File: src/hw/exu_pkg.sv
package exu_pkg;

    parameter int XLEN = 32;

    // execute-stage operation codes
    typedef enum logic [4:0] {
        alu_and    = 5'd0,
        alu_or     = 5'd1,
        alu_nor    = 5'd2,
        alu_xor    = 5'd3,
        alu_add    = 5'd4,
        alu_addu   = 5'd5,
        alu_sub    = 5'd6,
        alu_subu   = 5'd7,
        alu_slt    = 5'd8,
        alu_sltu   = 5'd9,
        alu_sllv   = 5'd10,  // amount from src_a
        alu_sll    = 5'd11,  // amount from sa
        alu_srlv   = 5'd12,
        alu_srav   = 5'd13,
        alu_srl    = 5'd14,
        alu_sra    = 5'd15,
        alu_lui    = 5'd16,
        alu_pass_a = 5'd17,
        alu_mult   = 5'd18,
        alu_multu  = 5'd19,
        alu_div    = 5'd20,
        alu_divu   = 5'd21,
        alu_mthi   = 5'd22,
        alu_mtlo   = 5'd23
    } alu_op_e;

    typedef struct packed {
        logic [XLEN-1:0] hi;  // remainder for divide
        logic [XLEN-1:0] lo;  // quotient for divide
    } hilo_pair_t;

    // full product or hi/lo pair
    typedef union packed {
        logic [2*XLEN-1:0] word;
        hilo_pair_t        half;
    } hilo_t;

endpackage
File: src/hw/exec_unit.sv
module exec_unit #(
    parameter int MULT_STEP = 2
) (
    input  logic                       clk,
    input  logic                       rst_n,
    input  logic [exu_pkg::XLEN-1:0]   src_a,
    input  logic [exu_pkg::XLEN-1:0]   src_b,
    input  logic [4:0]                 sa,
    input  exu_pkg::alu_op_e           alu_op,
    input  logic [2*exu_pkg::XLEN-1:0] hilo,
    input  logic                       start,
    input  logic                       flush,
    output logic [2*exu_pkg::XLEN-1:0] result,
    output logic                       overflow,
    output logic                       mult_stall,
    output logic                       div_stall
);
    import exu_pkg::*;

    logic [XLEN-1:0] alu_result;
    logic            alu_ovf;
    logic            mul_launch;
    logic            mul_signed;
    logic            mul_done;
    logic            div_launch;
    logic            div_signed;
    logic            div_done;
    hilo_t           product;
    hilo_t           quot_rem;

    int_alu u_int_alu (
        .src_a      (src_a),
        .src_b      (src_b),
        .sa         (sa),
        .alu_op     (alu_op),
        .alu_result (alu_result),
        .alu_ovf    (alu_ovf)
    );

    shift_add_multiplier #(
        .MULT_STEP (MULT_STEP)
    ) u_multiplier (
        .clk       (clk),
        .rst_n     (rst_n),
        .flush     (flush),
        .launch    (mul_launch),
        .is_signed (mul_signed),
        .a         (src_a),
        .b         (src_b),
        .done      (mul_done),
        .product   (product)
    );

    radix2_divider u_divider (
        .clk       (clk),
        .rst_n     (rst_n),
        .flush     (flush),
        .launch    (div_launch),
        .is_signed (div_signed),
        .dividend  (src_a),
        .divisor   (src_b),
        .done      (div_done),
        .quot_rem  (quot_rem)
    );

    exec_control u_exec_control (
        .clk        (clk),
        .rst_n      (rst_n),
        .alu_op     (alu_op),
        .start      (start),
        .flush      (flush),
        .src_a      (src_a),
        .hilo       (hilo),
        .alu_result (alu_result),
        .alu_ovf    (alu_ovf),
        .mul_done   (mul_done),
        .div_done   (div_done),
        .product    (product),
        .quot_rem   (quot_rem),
        .mul_launch (mul_launch),
        .mul_signed (mul_signed),
        .div_launch (div_launch),
        .div_signed (div_signed),
        .result     (result),
        .overflow   (overflow),
        .mult_stall (mult_stall),
        .div_stall  (div_stall)
    );

endmodule

File: src/hw/exec_control.sv
module exec_control (
    input  logic                     clk,
    input  logic                     rst_n,
    input  exu_pkg::alu_op_e         alu_op,
    input  logic                     start,
    input  logic                     flush,
    input  logic [exu_pkg::XLEN-1:0] src_a,
    input  exu_pkg::hilo_t           hilo,
    input  logic [exu_pkg::XLEN-1:0] alu_result,
    input  logic                     alu_ovf,
    input  logic                     mul_done,
    input  logic                     div_done,
    input  exu_pkg::hilo_t           product,
    input  exu_pkg::hilo_t           quot_rem,
    output logic                     mul_launch,
    output logic                     mul_signed,
    output logic                     div_launch,
    output logic                     div_signed,
    output exu_pkg::hilo_t           result,
    output logic                     overflow,
    output logic                     mult_stall,
    output logic                     div_stall
);
    import exu_pkg::*;

    logic is_mul;
    logic is_div;
    logic mul_pend;
    logic div_pend;

    assign is_mul     = alu_op inside {alu_mult, alu_multu};
    assign is_div     = alu_op inside {alu_div, alu_divu};
    assign mul_signed = (alu_op == alu_mult);
    assign div_signed = (alu_op == alu_div);

    assign mul_launch = start && is_mul && !flush;
    assign div_launch = start && is_div && !flush;

    // set on launch, dropped by done or flush
    always_ff @(posedge clk) begin
        if (!rst_n) begin
            mul_pend <= 1'b0;
            div_pend <= 1'b0;
        end else if (flush) begin
            mul_pend <= 1'b0;
            div_pend <= 1'b0;
        end else begin
            if (mul_launch) begin
                mul_pend <= 1'b1;
            end else if (mul_done) begin
                mul_pend <= 1'b0;
            end
            if (div_launch) begin
                div_pend <= 1'b1;
            end else if (div_done) begin
                div_pend <= 1'b0;
            end
        end
    end

    // released in the done cycle
    assign mult_stall = is_mul && !flush && (mul_launch || (mul_pend && !mul_done));
    assign div_stall  = is_div && !flush && (div_launch || (div_pend && !div_done));

    assign overflow = alu_ovf;  // set by add/sub only

    always_comb begin
        case (alu_op)
            alu_mult, alu_multu: begin
                result = product;
            end
            alu_div, alu_divu: begin
                result = quot_rem;
            end
            alu_mthi: begin
                result.half.hi = src_a;
                result.half.lo = hilo.half.lo;
            end
            alu_mtlo: begin
                result.half.hi = hilo.half.hi;
                result.half.lo = src_a;
            end
            default: begin
                result.word = {{XLEN{1'b0}}, alu_result};
            end
        endcase
    end

    a_start_muldiv_only: assert property (@(posedge clk) disable iff (!rst_n)
        start |-> (is_mul || is_div));

endmodule

File: src/hw/radix2_divider.sv
module radix2_divider (
    input  logic                     clk,
    input  logic                     rst_n,
    input  logic                     flush,
    input  logic                     launch,
    input  logic                     is_signed,
    input  logic [exu_pkg::XLEN-1:0] dividend,
    input  logic [exu_pkg::XLEN-1:0] divisor,
    output logic                     done,
    output exu_pkg::hilo_t           quot_rem
);
    import exu_pkg::*;

    localparam int CNT_W = $clog2(XLEN);

    logic              busy;
    logic [CNT_W-1:0]  iter_cnt;
    logic              last_iter;
    logic              q_neg;
    logic              r_neg;
    logic [XLEN-1:0]   mag_dvd;
    logic [XLEN-1:0]   mag_dvs;
    logic [XLEN-1:0]   dvs;
    logic [XLEN-1:0]   dq;
    logic [XLEN-1:0]   rem;
    logic [XLEN:0]     partial;
    logic [XLEN+1:0]   diff;
    logic [XLEN-1:0]   rem_next;
    logic [XLEN-1:0]   dq_next;

    assign mag_dvd = (is_signed && dividend[XLEN-1]) ? -dividend : dividend;
    assign mag_dvs = (is_signed && divisor[XLEN-1]) ? -divisor : divisor;

    // dq shifts the dividend out and the quotient in
    assign partial  = {rem, dq[XLEN-1]};
    assign diff     = {1'b0, partial} - {2'b00, dvs};
    assign rem_next = diff[XLEN+1] ? partial[XLEN-1:0] : diff[XLEN-1:0];  // restore
    assign dq_next  = {dq[XLEN-2:0], ~diff[XLEN+1]};

    assign last_iter = busy && (iter_cnt == CNT_W'(XLEN - 1));

    always_ff @(posedge clk) begin
        if (!rst_n) begin
            busy     <= 1'b0;
            iter_cnt <= '0;
            done     <= 1'b0;
        end else if (flush) begin
            busy <= 1'b0;
            done <= 1'b0;
        end else begin
            done <= last_iter;
            if (launch) begin
                busy     <= 1'b1;
                iter_cnt <= '0;
            end else if (last_iter) begin
                busy <= 1'b0;
            end else if (busy) begin
                iter_cnt <= iter_cnt + 1'b1;
            end
        end
    end

    always_ff @(posedge clk) begin
        if (launch) begin
            dvs   <= mag_dvs;
            dq    <= mag_dvd;
            rem   <= '0;
            q_neg <= is_signed && (dividend[XLEN-1] ^ divisor[XLEN-1]);
            r_neg <= is_signed && dividend[XLEN-1];  // remainder follows dividend
        end else if (busy) begin
            dq  <= dq_next;
            rem <= rem_next;
        end
        if (last_iter && !flush) begin
            quot_rem.half.hi <= r_neg ? -rem_next : rem_next;
            quot_rem.half.lo <= q_neg ? -dq_next : dq_next;
        end
    end

    // pipeline is frozen while a divide runs
    a_no_launch_busy: assert property (@(posedge clk) disable iff (!rst_n)
        launch |-> !busy);

    a_done_not_busy: assert property (@(posedge clk) disable iff (!rst_n)
        done |-> !busy);

endmodule

File: src/hw/shift_add_multiplier.sv
module shift_add_multiplier #(
    parameter int MULT_STEP = 2
) (
    input  logic                     clk,
    input  logic                     rst_n,
    input  logic                     flush,
    input  logic                     launch,
    input  logic                     is_signed,
    input  logic [exu_pkg::XLEN-1:0] a,
    input  logic [exu_pkg::XLEN-1:0] b,
    output logic                     done,
    output exu_pkg::hilo_t           product
);
    import exu_pkg::*;

    localparam int N_STEPS = XLEN / MULT_STEP;
    localparam int CNT_W   = $clog2(N_STEPS);

    logic              busy;
    logic [CNT_W-1:0]  step_cnt;
    logic              last_step;
    logic              armed;
    logic              neg;
    logic [XLEN-1:0]   mag_a;
    logic [XLEN-1:0]   mag_b;
    logic [2*XLEN-1:0] mcand;
    logic [XLEN-1:0]   mplier;
    logic [2*XLEN-1:0] acc;
    logic [2*XLEN-1:0] acc_next;

    if (!(MULT_STEP inside {1, 2, 4})) begin : g_step_check
        $error("MULT_STEP must be 1, 2 or 4");
    end

    assign mag_a     = (is_signed && a[XLEN-1]) ? -a : a;
    assign mag_b     = (is_signed && b[XLEN-1]) ? -b : b;
    assign last_step = busy && (step_cnt == CNT_W'(N_STEPS - 1));

    // MULT_STEP partial products per cycle
    always_comb begin
        acc_next = acc;
        for (int i = 0; i < MULT_STEP; i++) begin
            if (mplier[i]) begin
                acc_next = acc_next + (mcand << i);
            end
        end
    end

    always_ff @(posedge clk) begin
        if (!rst_n) begin
            busy     <= 1'b0;
            step_cnt <= '0;
            done     <= 1'b0;
        end else if (flush) begin
            busy <= 1'b0;
            done <= 1'b0;
        end else begin
            done <= last_step;
            if (launch) begin
                busy     <= 1'b1;
                step_cnt <= '0;
            end else if (last_step) begin
                busy <= 1'b0;
            end else if (busy) begin
                step_cnt <= step_cnt + 1'b1;
            end
        end
    end

    always_ff @(posedge clk) begin
        if (launch) begin
            mcand  <= {{XLEN{1'b0}}, mag_a};
            mplier <= mag_b;
            acc    <= '0;
            neg    <= is_signed && (a[XLEN-1] ^ b[XLEN-1]);
        end else if (busy) begin
            mcand  <= mcand << MULT_STEP;
            mplier <= mplier >> MULT_STEP;
            acc    <= acc_next;
        end
        if (last_step && !flush) begin
            product.word <= neg ? -acc_next : acc_next;  // sign fix on the last sum
        end
    end

    always_ff @(posedge clk) begin
        if (!rst_n) begin
            armed <= 1'b0;
        end else if (launch) begin
            armed <= 1'b1;
        end else if (done || flush) begin
            armed <= 1'b0;
        end
    end

    a_done_after_launch: assert property (@(posedge clk) disable iff (!rst_n)
        done |-> armed);

endmodule

File: src/hw/int_alu.sv
module int_alu (
    input  logic [exu_pkg::XLEN-1:0] src_a,
    input  logic [exu_pkg::XLEN-1:0] src_b,
    input  logic [4:0]               sa,
    input  exu_pkg::alu_op_e         alu_op,
    output logic [exu_pkg::XLEN-1:0] alu_result,
    output logic                     alu_ovf
);
    import exu_pkg::*;

    logic              do_sub;
    logic [XLEN-1:0]   adder_b;
    logic [XLEN-1:0]   sum;
    logic              carry_out;
    logic              slt_bit;
    logic              sltu_bit;
    logic              var_shift;
    logic              arith_shift;
    logic [4:0]        shamt;
    logic [2*XLEN-1:0] sr_ext;
    logic [XLEN-1:0]   sr_result;
    logic [XLEN-1:0]   sl_result;
    logic [XLEN-1:0]   lui_result;

    // one adder shared by add/sub and both compares
    assign do_sub  = alu_op inside {alu_sub, alu_subu, alu_slt, alu_sltu};
    assign adder_b = src_b ^ {XLEN{do_sub}};

    assign {carry_out, sum} = {1'b0, src_a} + {1'b0, adder_b} + {{XLEN{1'b0}}, do_sub};

    // same-sign operands, result sign flipped
    assign alu_ovf = (alu_op inside {alu_add, alu_sub})
                     && (src_a[XLEN-1] == adder_b[XLEN-1])
                     && (sum[XLEN-1] != src_a[XLEN-1]);

    assign slt_bit  = (src_a[XLEN-1] & ~src_b[XLEN-1])
                      | (~(src_a[XLEN-1] ^ src_b[XLEN-1]) & sum[XLEN-1]);
    assign sltu_bit = ~carry_out;  // borrow out means a < b

    assign var_shift   = alu_op inside {alu_sllv, alu_srlv, alu_srav};
    assign arith_shift = alu_op inside {alu_srav, alu_sra};
    assign shamt       = var_shift ? src_a[4:0] : sa;

    assign sr_ext    = {{XLEN{arith_shift & src_b[XLEN-1]}}, src_b} >> shamt;
    assign sr_result = sr_ext[XLEN-1:0];
    assign sl_result = src_b << shamt;

    assign lui_result = {src_b[XLEN/2-1:0], {(XLEN/2){1'b0}}};

    always_comb begin
        case (alu_op)
            alu_and: begin
                alu_result = src_a & src_b;
            end
            alu_or: begin
                alu_result = src_a | src_b;
            end
            alu_nor: begin
                alu_result = ~(src_a | src_b);
            end
            alu_xor: begin
                alu_result = src_a ^ src_b;
            end
            alu_add, alu_addu, alu_sub, alu_subu: begin
                alu_result = sum;
            end
            alu_slt: begin
                alu_result = {{(XLEN-1){1'b0}}, slt_bit};
            end
            alu_sltu: begin
                alu_result = {{(XLEN-1){1'b0}}, sltu_bit};
            end
            alu_sllv, alu_sll: begin
                alu_result = sl_result;
            end
            alu_srlv, alu_srav, alu_srl, alu_sra: begin
                alu_result = sr_result;
            end
            alu_lui: begin
                alu_result = lui_result;
            end
            alu_pass_a: begin
                alu_result = src_a;
            end
            default: begin
                alu_result = '0;  // mul/div and hi/lo moves merged later
            end
        endcase
    end

endmodule

File: config.mk
export PLATFORM = sky130hd
export DESIGN_NAME = exec_unit
export DESIGN_NICKNAME = d
export VERILOG_FILES = /design/src/hw/exu_pkg.sv /design/src/hw/exec_unit.sv /design/src/hw/exec_control.sv /design/src/hw/radix2_divider.sv /design/src/hw/shift_add_multiplier.sv /design/src/hw/int_alu.sv
export SDC_FILE = /design/constraint.sdc
export NUM_CORES = 2
export LEC_CHECK = 0
export ABC_AREA = 1
export BUFFER_PORTS_ARGS = -buffer_cell sky130_fd_sc_hd__buf_2
export CAP_MARGIN = 15
export CORE_ASPECT_RATIO = 1.5
export CORE_MARGIN = 2
export CORE_UTILIZATION = 45
export CTS_CLUSTER_SIZE = 25
export DETAILED_ROUTE_END_ITERATION = 12
export PLACE_DENSITY = 0.71
export SETUP_SLACK_MARGIN = 0.2
export SYNTH_ARGS = -nofsm -noshare
export SYNTH_HDL_FRONTEND = slang
export SYNTH_SLANG_ARGS = --single-unit
File: constraint.sdc
create_clock -name clk -period 5.9 [get_ports clk]
set_clock_uncertainty 0.05 [all_clocks]
set_input_delay 0.295 -clock clk [delete_from_list [all_inputs] [get_ports clk]]
set_output_delay 0.295 -clock clk [all_outputs]
set_load 0.01 [all_outputs]
Word level (Yosys, flattened, before mapping)
Cells that the tools add are included.
- bits in registers: 402
- bits of input ports: 142
- add/sub/neg operators: 12
- equality and inequality tests: 29
- multiplexer cells: 33
- shift-type cells: 2
- bitwise logic cells: 16
- reductions and logical operators: 48
- operator list (kind ; number):
    $mux W32 ; 13
    $pmux W32 S11 ; 1
    $pmux W64 S4 ; 1
    $mux W64 ; 3
    $add A64 B64 Y64 ; 2
    $neg A32 Y32 ; 4
    $neg A64 Y64 ; 1
    $shr A64 B5 Y32 ; 1
    $xor A32 B32 Y32 ; 2
    $eq A5 B5 Y1 const B ; 9
    $eq A5 B4 Y1 const B ; 8
    $sub A33 B32 Y34 ; 1
    $add A32 B32 Y33 ; 1
    $add A33 B1 Y33 ; 1
    $and A32 B32 Y32 ; 1
    $not A32 Y32 ; 1
    $or A32 B32 Y32 ; 1
    $shl A32 B5 Y32 ; 1
    $logic_and A1 B1 Y1 ; 22
    $eq A5 B3 Y1 const B ; 4
    $mux W5 ; 4
    $reduce_bool A2 Y1 ; 10
    $mux W4 ; 3
    $eq A5 B2 Y1 const B ; 2
    other kinds (20) ; 43

Depth between registers and ports, before layout
- depth after elaboration: 9
- gate-level depth with buffers: 40
- depth with buffers taken out: 40

Modules after synthesis
Synthesis repeated with hierarchy kept, for this count alone.
- cell total of the unflattened synthesis: 7872
- area, all modules: 46990.1 µm²
- modules (own cells, without submodules) (module ; sequential area each (µm²) ; times used ; cells an instance ; area an instance (µm²)):
    shift_add_multiplier ; 5915.7 ; 1 ; 4162 ; 24398.4
    radix2_divider ; 4684.5 ; 1 ; 1650 ; 12036.5
    int_alu ; 0.0 ; 1 ; 1525 ; 8101.5
    exec_control ; 40.0 ; 1 ; 535 ; 2453.6

Least setup slack after synthesis
No wires, ideal clock.
- path type: register to register
- start: register u_multiplier.mcand[0]
- end: register u_multiplier.product[55] (netlist name) (data pin)
- setup time: 249 ps
- required time: 5601 ps
- buffers on the path: 0
- setup slack: 1684 ps
- cell stages (with the launch flop): 34
- arrival time: 3917 ps
- cells stage by stage: edfxtp_1 > ha_1 > inv_1 > fa_1 > inv_1 > nand3_1 > nand2_2 > nand3_1 > nand3_1 > nand2_1 > nand2_1 > nand2_1 > nand2_1 > nand2_1 > nand3_1 > nand2_1 > ha_1 > nand2_1 > nor2_1 > inv_1 > nor2_1 > inv_1 > nor4_1 > nand2_1 > nand3_1 > nand3_1 > nand2_1 > nand2_1 > nor2_1 > nand2_1 > o21ai_2 > nand3_1 > nand2_1 > inv_1
- longest elaborated chain between the ends: 6
- ends and longest elaborated chain (what ; RTL line ; source):
    start, declared ; shift_add_multiplier.sv:26 ; logic [2*XLEN-1:0] mcand;
    start signal, assigned ; shift_add_multiplier.sv:72 ; mcand <= {{XLEN{1'b0}}, mag_a};
    start signal, assigned ; shift_add_multiplier.sv:77 ; mcand <= mcand << MULT_STEP;
    $add A64 B64 Y64 ; shift_add_multiplier.sv:44 ; acc_next = acc_next + (mcand << i);
    $mux W64 ; shift_add_multiplier.sv:43 ; if (mplier[i]) begin
    $add A64 B64 Y64 ; shift_add_multiplier.sv:44 ;
    $mux W64 * ; shift_add_multiplier.sv:43 ;
    $neg A64 Y64 ; shift_add_multiplier.sv:82 ; product.word <= neg ? -acc_next : acc_next;
    $mux W64 * ; shift_add_multiplier.sv:82 ;
    end, declared ; shift_add_multiplier.sv:12 ; output exu_pkg::hilo_t product
Every way passes the cells marked *; elsewhere a longest branch is shown, timed or not.
A chain may end at the register's enable or synchronous reset.

Worst setup path after layout
- start: register u_multiplier.mcand[13]
- end: register u_multiplier.product[50] (netlist name) (data pin)
The elaborated chain is that of the path after synthesis.

==> summary.txt <==
Max stage delay on crit path: 0.40 ns
CP Max Fanout: 5
Fin util: 0.5578
Seq/Total Area, Yosys: 0.2420
FF-to-FF setup slack: 0.35 ns
H-tree Lvls: 2
VDD IR max: 0.0003348 V
Cells after synthesis: 7092
Fin. Hold Viols: 0
CTS Buffer Depth: 3
Share of cells above drive strength 1: 0.1902
Post-DP HPWL: 207.4 mm
Unique masters post-synth: 71
Synth async-reset ratio: 0
Vias in the first global route: 52890
Unrepaired setup endpoints after global routing: true
DRC Markers: 0
Initial antenna violation count: 17
Setup TNS: 0 ns
Slew @ Worst Pin: 1.433 ns
Fmax: 180.1 MHz
Max_slew headroom: 0.03472
Critical path start-end classification: register to register
Area of the multi-input gates: 30100 um^2
Wirelength per Cell: 28.01 um
Gr ovfl total: 0
CP endpoint: u_multiplier.product[50]
Core area: 97040 um^2
Fillcell total: 9794
Iter 0 DRT Violations: 6439
Fin crit share: 0.9411
Via density: 6.043
CP Data Required Time: 6.26 ns
Synth-to-layout area growth: 23.09%
Setup-failing EPs final: 0
Nets@finish: 8209
Critical Path AT: 5.91 ns
Cell mode on critical path: nand2_1
I/O Buffers: 208
Num CTS Buffers: 45
Max_cap viols: 0
Initial Utilization: 0.4531
Design area: 54130 um^2
Synthesized area: 43970 um^2
Post-synthesis net count: 7500
Worst hold-check path type: input port to register
Post-synthesis area per instance: 6.201 um^2
FF/Latch Area: 10640 um^2
First-pass GRT wire length: 360.4 mm
DIE AREA: 100300 um^2
Pwr Density: 301.7 nW/um^2
Reg-to-Reg End: u_multiplier.product[50]
Skew-Pair Late Insertion Delay: 0.65 ns
Final Max Tran Viols: 0
Top_reg_cell synth: edfxtp_1
CTS clk-pin slew, worst paths: 0.06 ns
GRT Util Overall: 0.4969
Die width: 259.2 um
DP Area: 51130 um^2
Die H: 386.9 um
Drt pass-1 iters: 8
Routed via count: 55180
I/O pins: 209
R2R depth: 33
Setup crit end kind: register
Root buf cell: clkbuf_16
Min-delay src: alu_op[4]
Worst reg2reg startpoint: u_multiplier.mcand[13]
Post-route minimum period: 5.552 ns
Clock Sinks: 402
Detailed-route wire length: 255.8 mm
CTS tree: yes
Status: finished, final reports clean
Critical path origin: u_multiplier.mcand[13]
RePlAce Congestion: 1.145
Critical path launch point type: register
Flop and latch count out of synthesis: 402
YS warnings: 0
Post-synth EDFFs: 259
Crit-path slowest cell: edfxtp_1
Largest net degree at the start of global routing: 75
Hold slack: 0.1735 ns
Cell Rows: 140
LEAKAGE: 26.35 nW
Detail Route Antenna Nets: 0
cells in the final DEF, fill, tap and decap left out, types with 45 or more instances in the layout:
master	n
nand2_1	2140
inv_1	921
buf_4	668
nand3_1	495
nor2_1	492
o21ai_0	460
a21oi_1	364
edfxtp_1	259
ha_1	215
buf_2	208
xor2_1	169
dfxtp_1	141
nand2_2	114
nor2_2	101
nand4_1	93
a22oi_1	73
o22ai_1	72
o21ai_1	70
nor3_1	49
a221oi_1	47
clkbuf_16	45
registers in the layout, summed over array words and instances (netlist names), 4 cells and up:
| register | flops |
|---|---|
| u_divider.quot_rem | 64 |
| u_multiplier.step_cnt | 4 |
| u_multiplier.mplier | 32 |
| u_divider.rem | 32 |
| u_divider.dvs | 32 |
| u_divider.dq | 32 |
| u_multiplier.acc | 64 |
| u_multiplier.mcand | 64 |
| u_divider.iter_cnt | 5 |
| u_multiplier.product | 64 |
where the power goes:
group | switching (mW) | internal, mW | total (mW) | leakage (nW)
combinational | 6.39 | 3.59 | 9.98 | 22.1
clock | 1.41 | 1.57 | 2.98 | 0.716
sequential | 0.179 | 3.20 | 3.38 | 3.51
metrics by stage:
step / power (mW) / setup WS, ns / instances
4_1_cts: 15.38 / 0.2011 / 9101
6_report: 16.33 / 0.3478 / 9131
5_1_grt: 16.84 / 0.1292 / 9119
3_5_place_dp: 12.34 / -0.4068 / 9013
3_3_place_gp: 12.33 / -0.3613 / 9013
2_1_floorplan: 7.520 / 1.684 / 7092
kinds of logic (layout without fill, tap and decap cells):
group,count (synthesis),after routing,share of synthesized area
DFF,402,402,0.2420
muxes,17,17,0.003869
xor gates and xnor gates,213,213,0.04242
AOI/OAI and AO/OA,1326,1326,0.1769
buffers and inverters,1203,1949,0.1061
adders and majority gates,266,266,0.07637
other,0,15,0
and+or+nand+nor,3665,3665,0.3523
synth_stat cells (7+ instances only):
cell type	n	area, um^2
clkbuf_1	165	619.3
a21o_1	8	60.06
ha_1	262	3278
a31oi_1	10	62.56
edfxtp_1	259	7777
o221ai_1	12	105.1
xnor2_1	42	367.9
nand2_1	2212	8303
nor2_4	9	101.4
nor3_1	53	265.3
buf_6	7	78.83
buf_4	10	75.07
a21boi_0	10	75.07
or2_2	15	93.84
o21bai_1	16	120.1
nor2_2	35	219.0
buf_2	36	180.2
o21a_1	14	105.1
nand2_2	48	300.3
nor4_1	17	106.4
a22oi_1	73	548.0
o22ai_1	72	450.4
o21ai_1	49	245.2
o21ai_0	492	2462
a221oi_1	47	411.6
inv_1	926	3476
nand4_1	93	581.8
inv_2	22	82.58
a21oi_1	391	1957
buf_1	28	105.1
nand3_1	513	2567
a211oi_1	9	67.56
o21ai_2	28	245.2
dfxtp_1	143	2863
o2111ai_1	20	175.2
nand3_2	20	200.2
nor3_2	8	80.08
nand3b_1	24	180.2
nor2_1	586	2200
o211ai_1	44	330.3
and2_1	12	75.07
mux2i_1	17	170.2
xor2_1	171	1498
cell type report:
cell class / count / area share
multi-input cells: 5487 / 0.5560
flip-flops and latches: 402 / 0.1966
well taps: 1278 / 0.02954
clock inverters: 34 / 0.006195
diodes: 15 / 0.0006935
inverters: 956 / 0.06643
clock buffers: 50 / 0.02115
repair buffers: 909 / 0.1233
critical path: cells and delay by family (launching register included):
kind,cells,cell delay [ns]
compound gates,3,0.81
fa+ha+maj,2,0.72
buf+inv,7,0.72
flops,1,0.40
simple gates,21,2.65
metal layers:
| metal | GRT usage | vias to the layer above | share of wire |
|---|---|---|---|
| met5 | 0.0009747 | - | 0.00019 |
| met4 | 0.5900 | 8 | 0.15 |
| met3 | 0.1224 | 1423 | 0.089 |
| met2 | 0.8067 | 3506 | 0.45 |
| met1 | 0.4754 | 25390 | 0.31 |
| li1 | - | 24850 | - |
how the worst min path moves through the flow:
stage                             endpoint  slack [ns]  depth (start not counted)
floorplan                 u_divider.dvs[0]        0.34                          0
global placement    u_multiplier.mcand[63]        0.41                          2
detailed placement  u_multiplier.mcand[63]        0.43                          2
CTS                       u_divider.dvs[0]        0.13                          2
global route              u_divider.dvs[0]        0.16                          2
finish                    u_divider.dq[31]        0.17                          4
what timing repair did:
action | 4_1_cts | 5_1_grt
hold endpoints to repair | 6 | 0
hold buffers | 1 | 0
setup buffers | 3 | 13
resized for setup | 77 | 275
pin swaps | 4 | 24
endpoints found under the setup margin | 37 | 39
(Power assumes the default switching activity.)
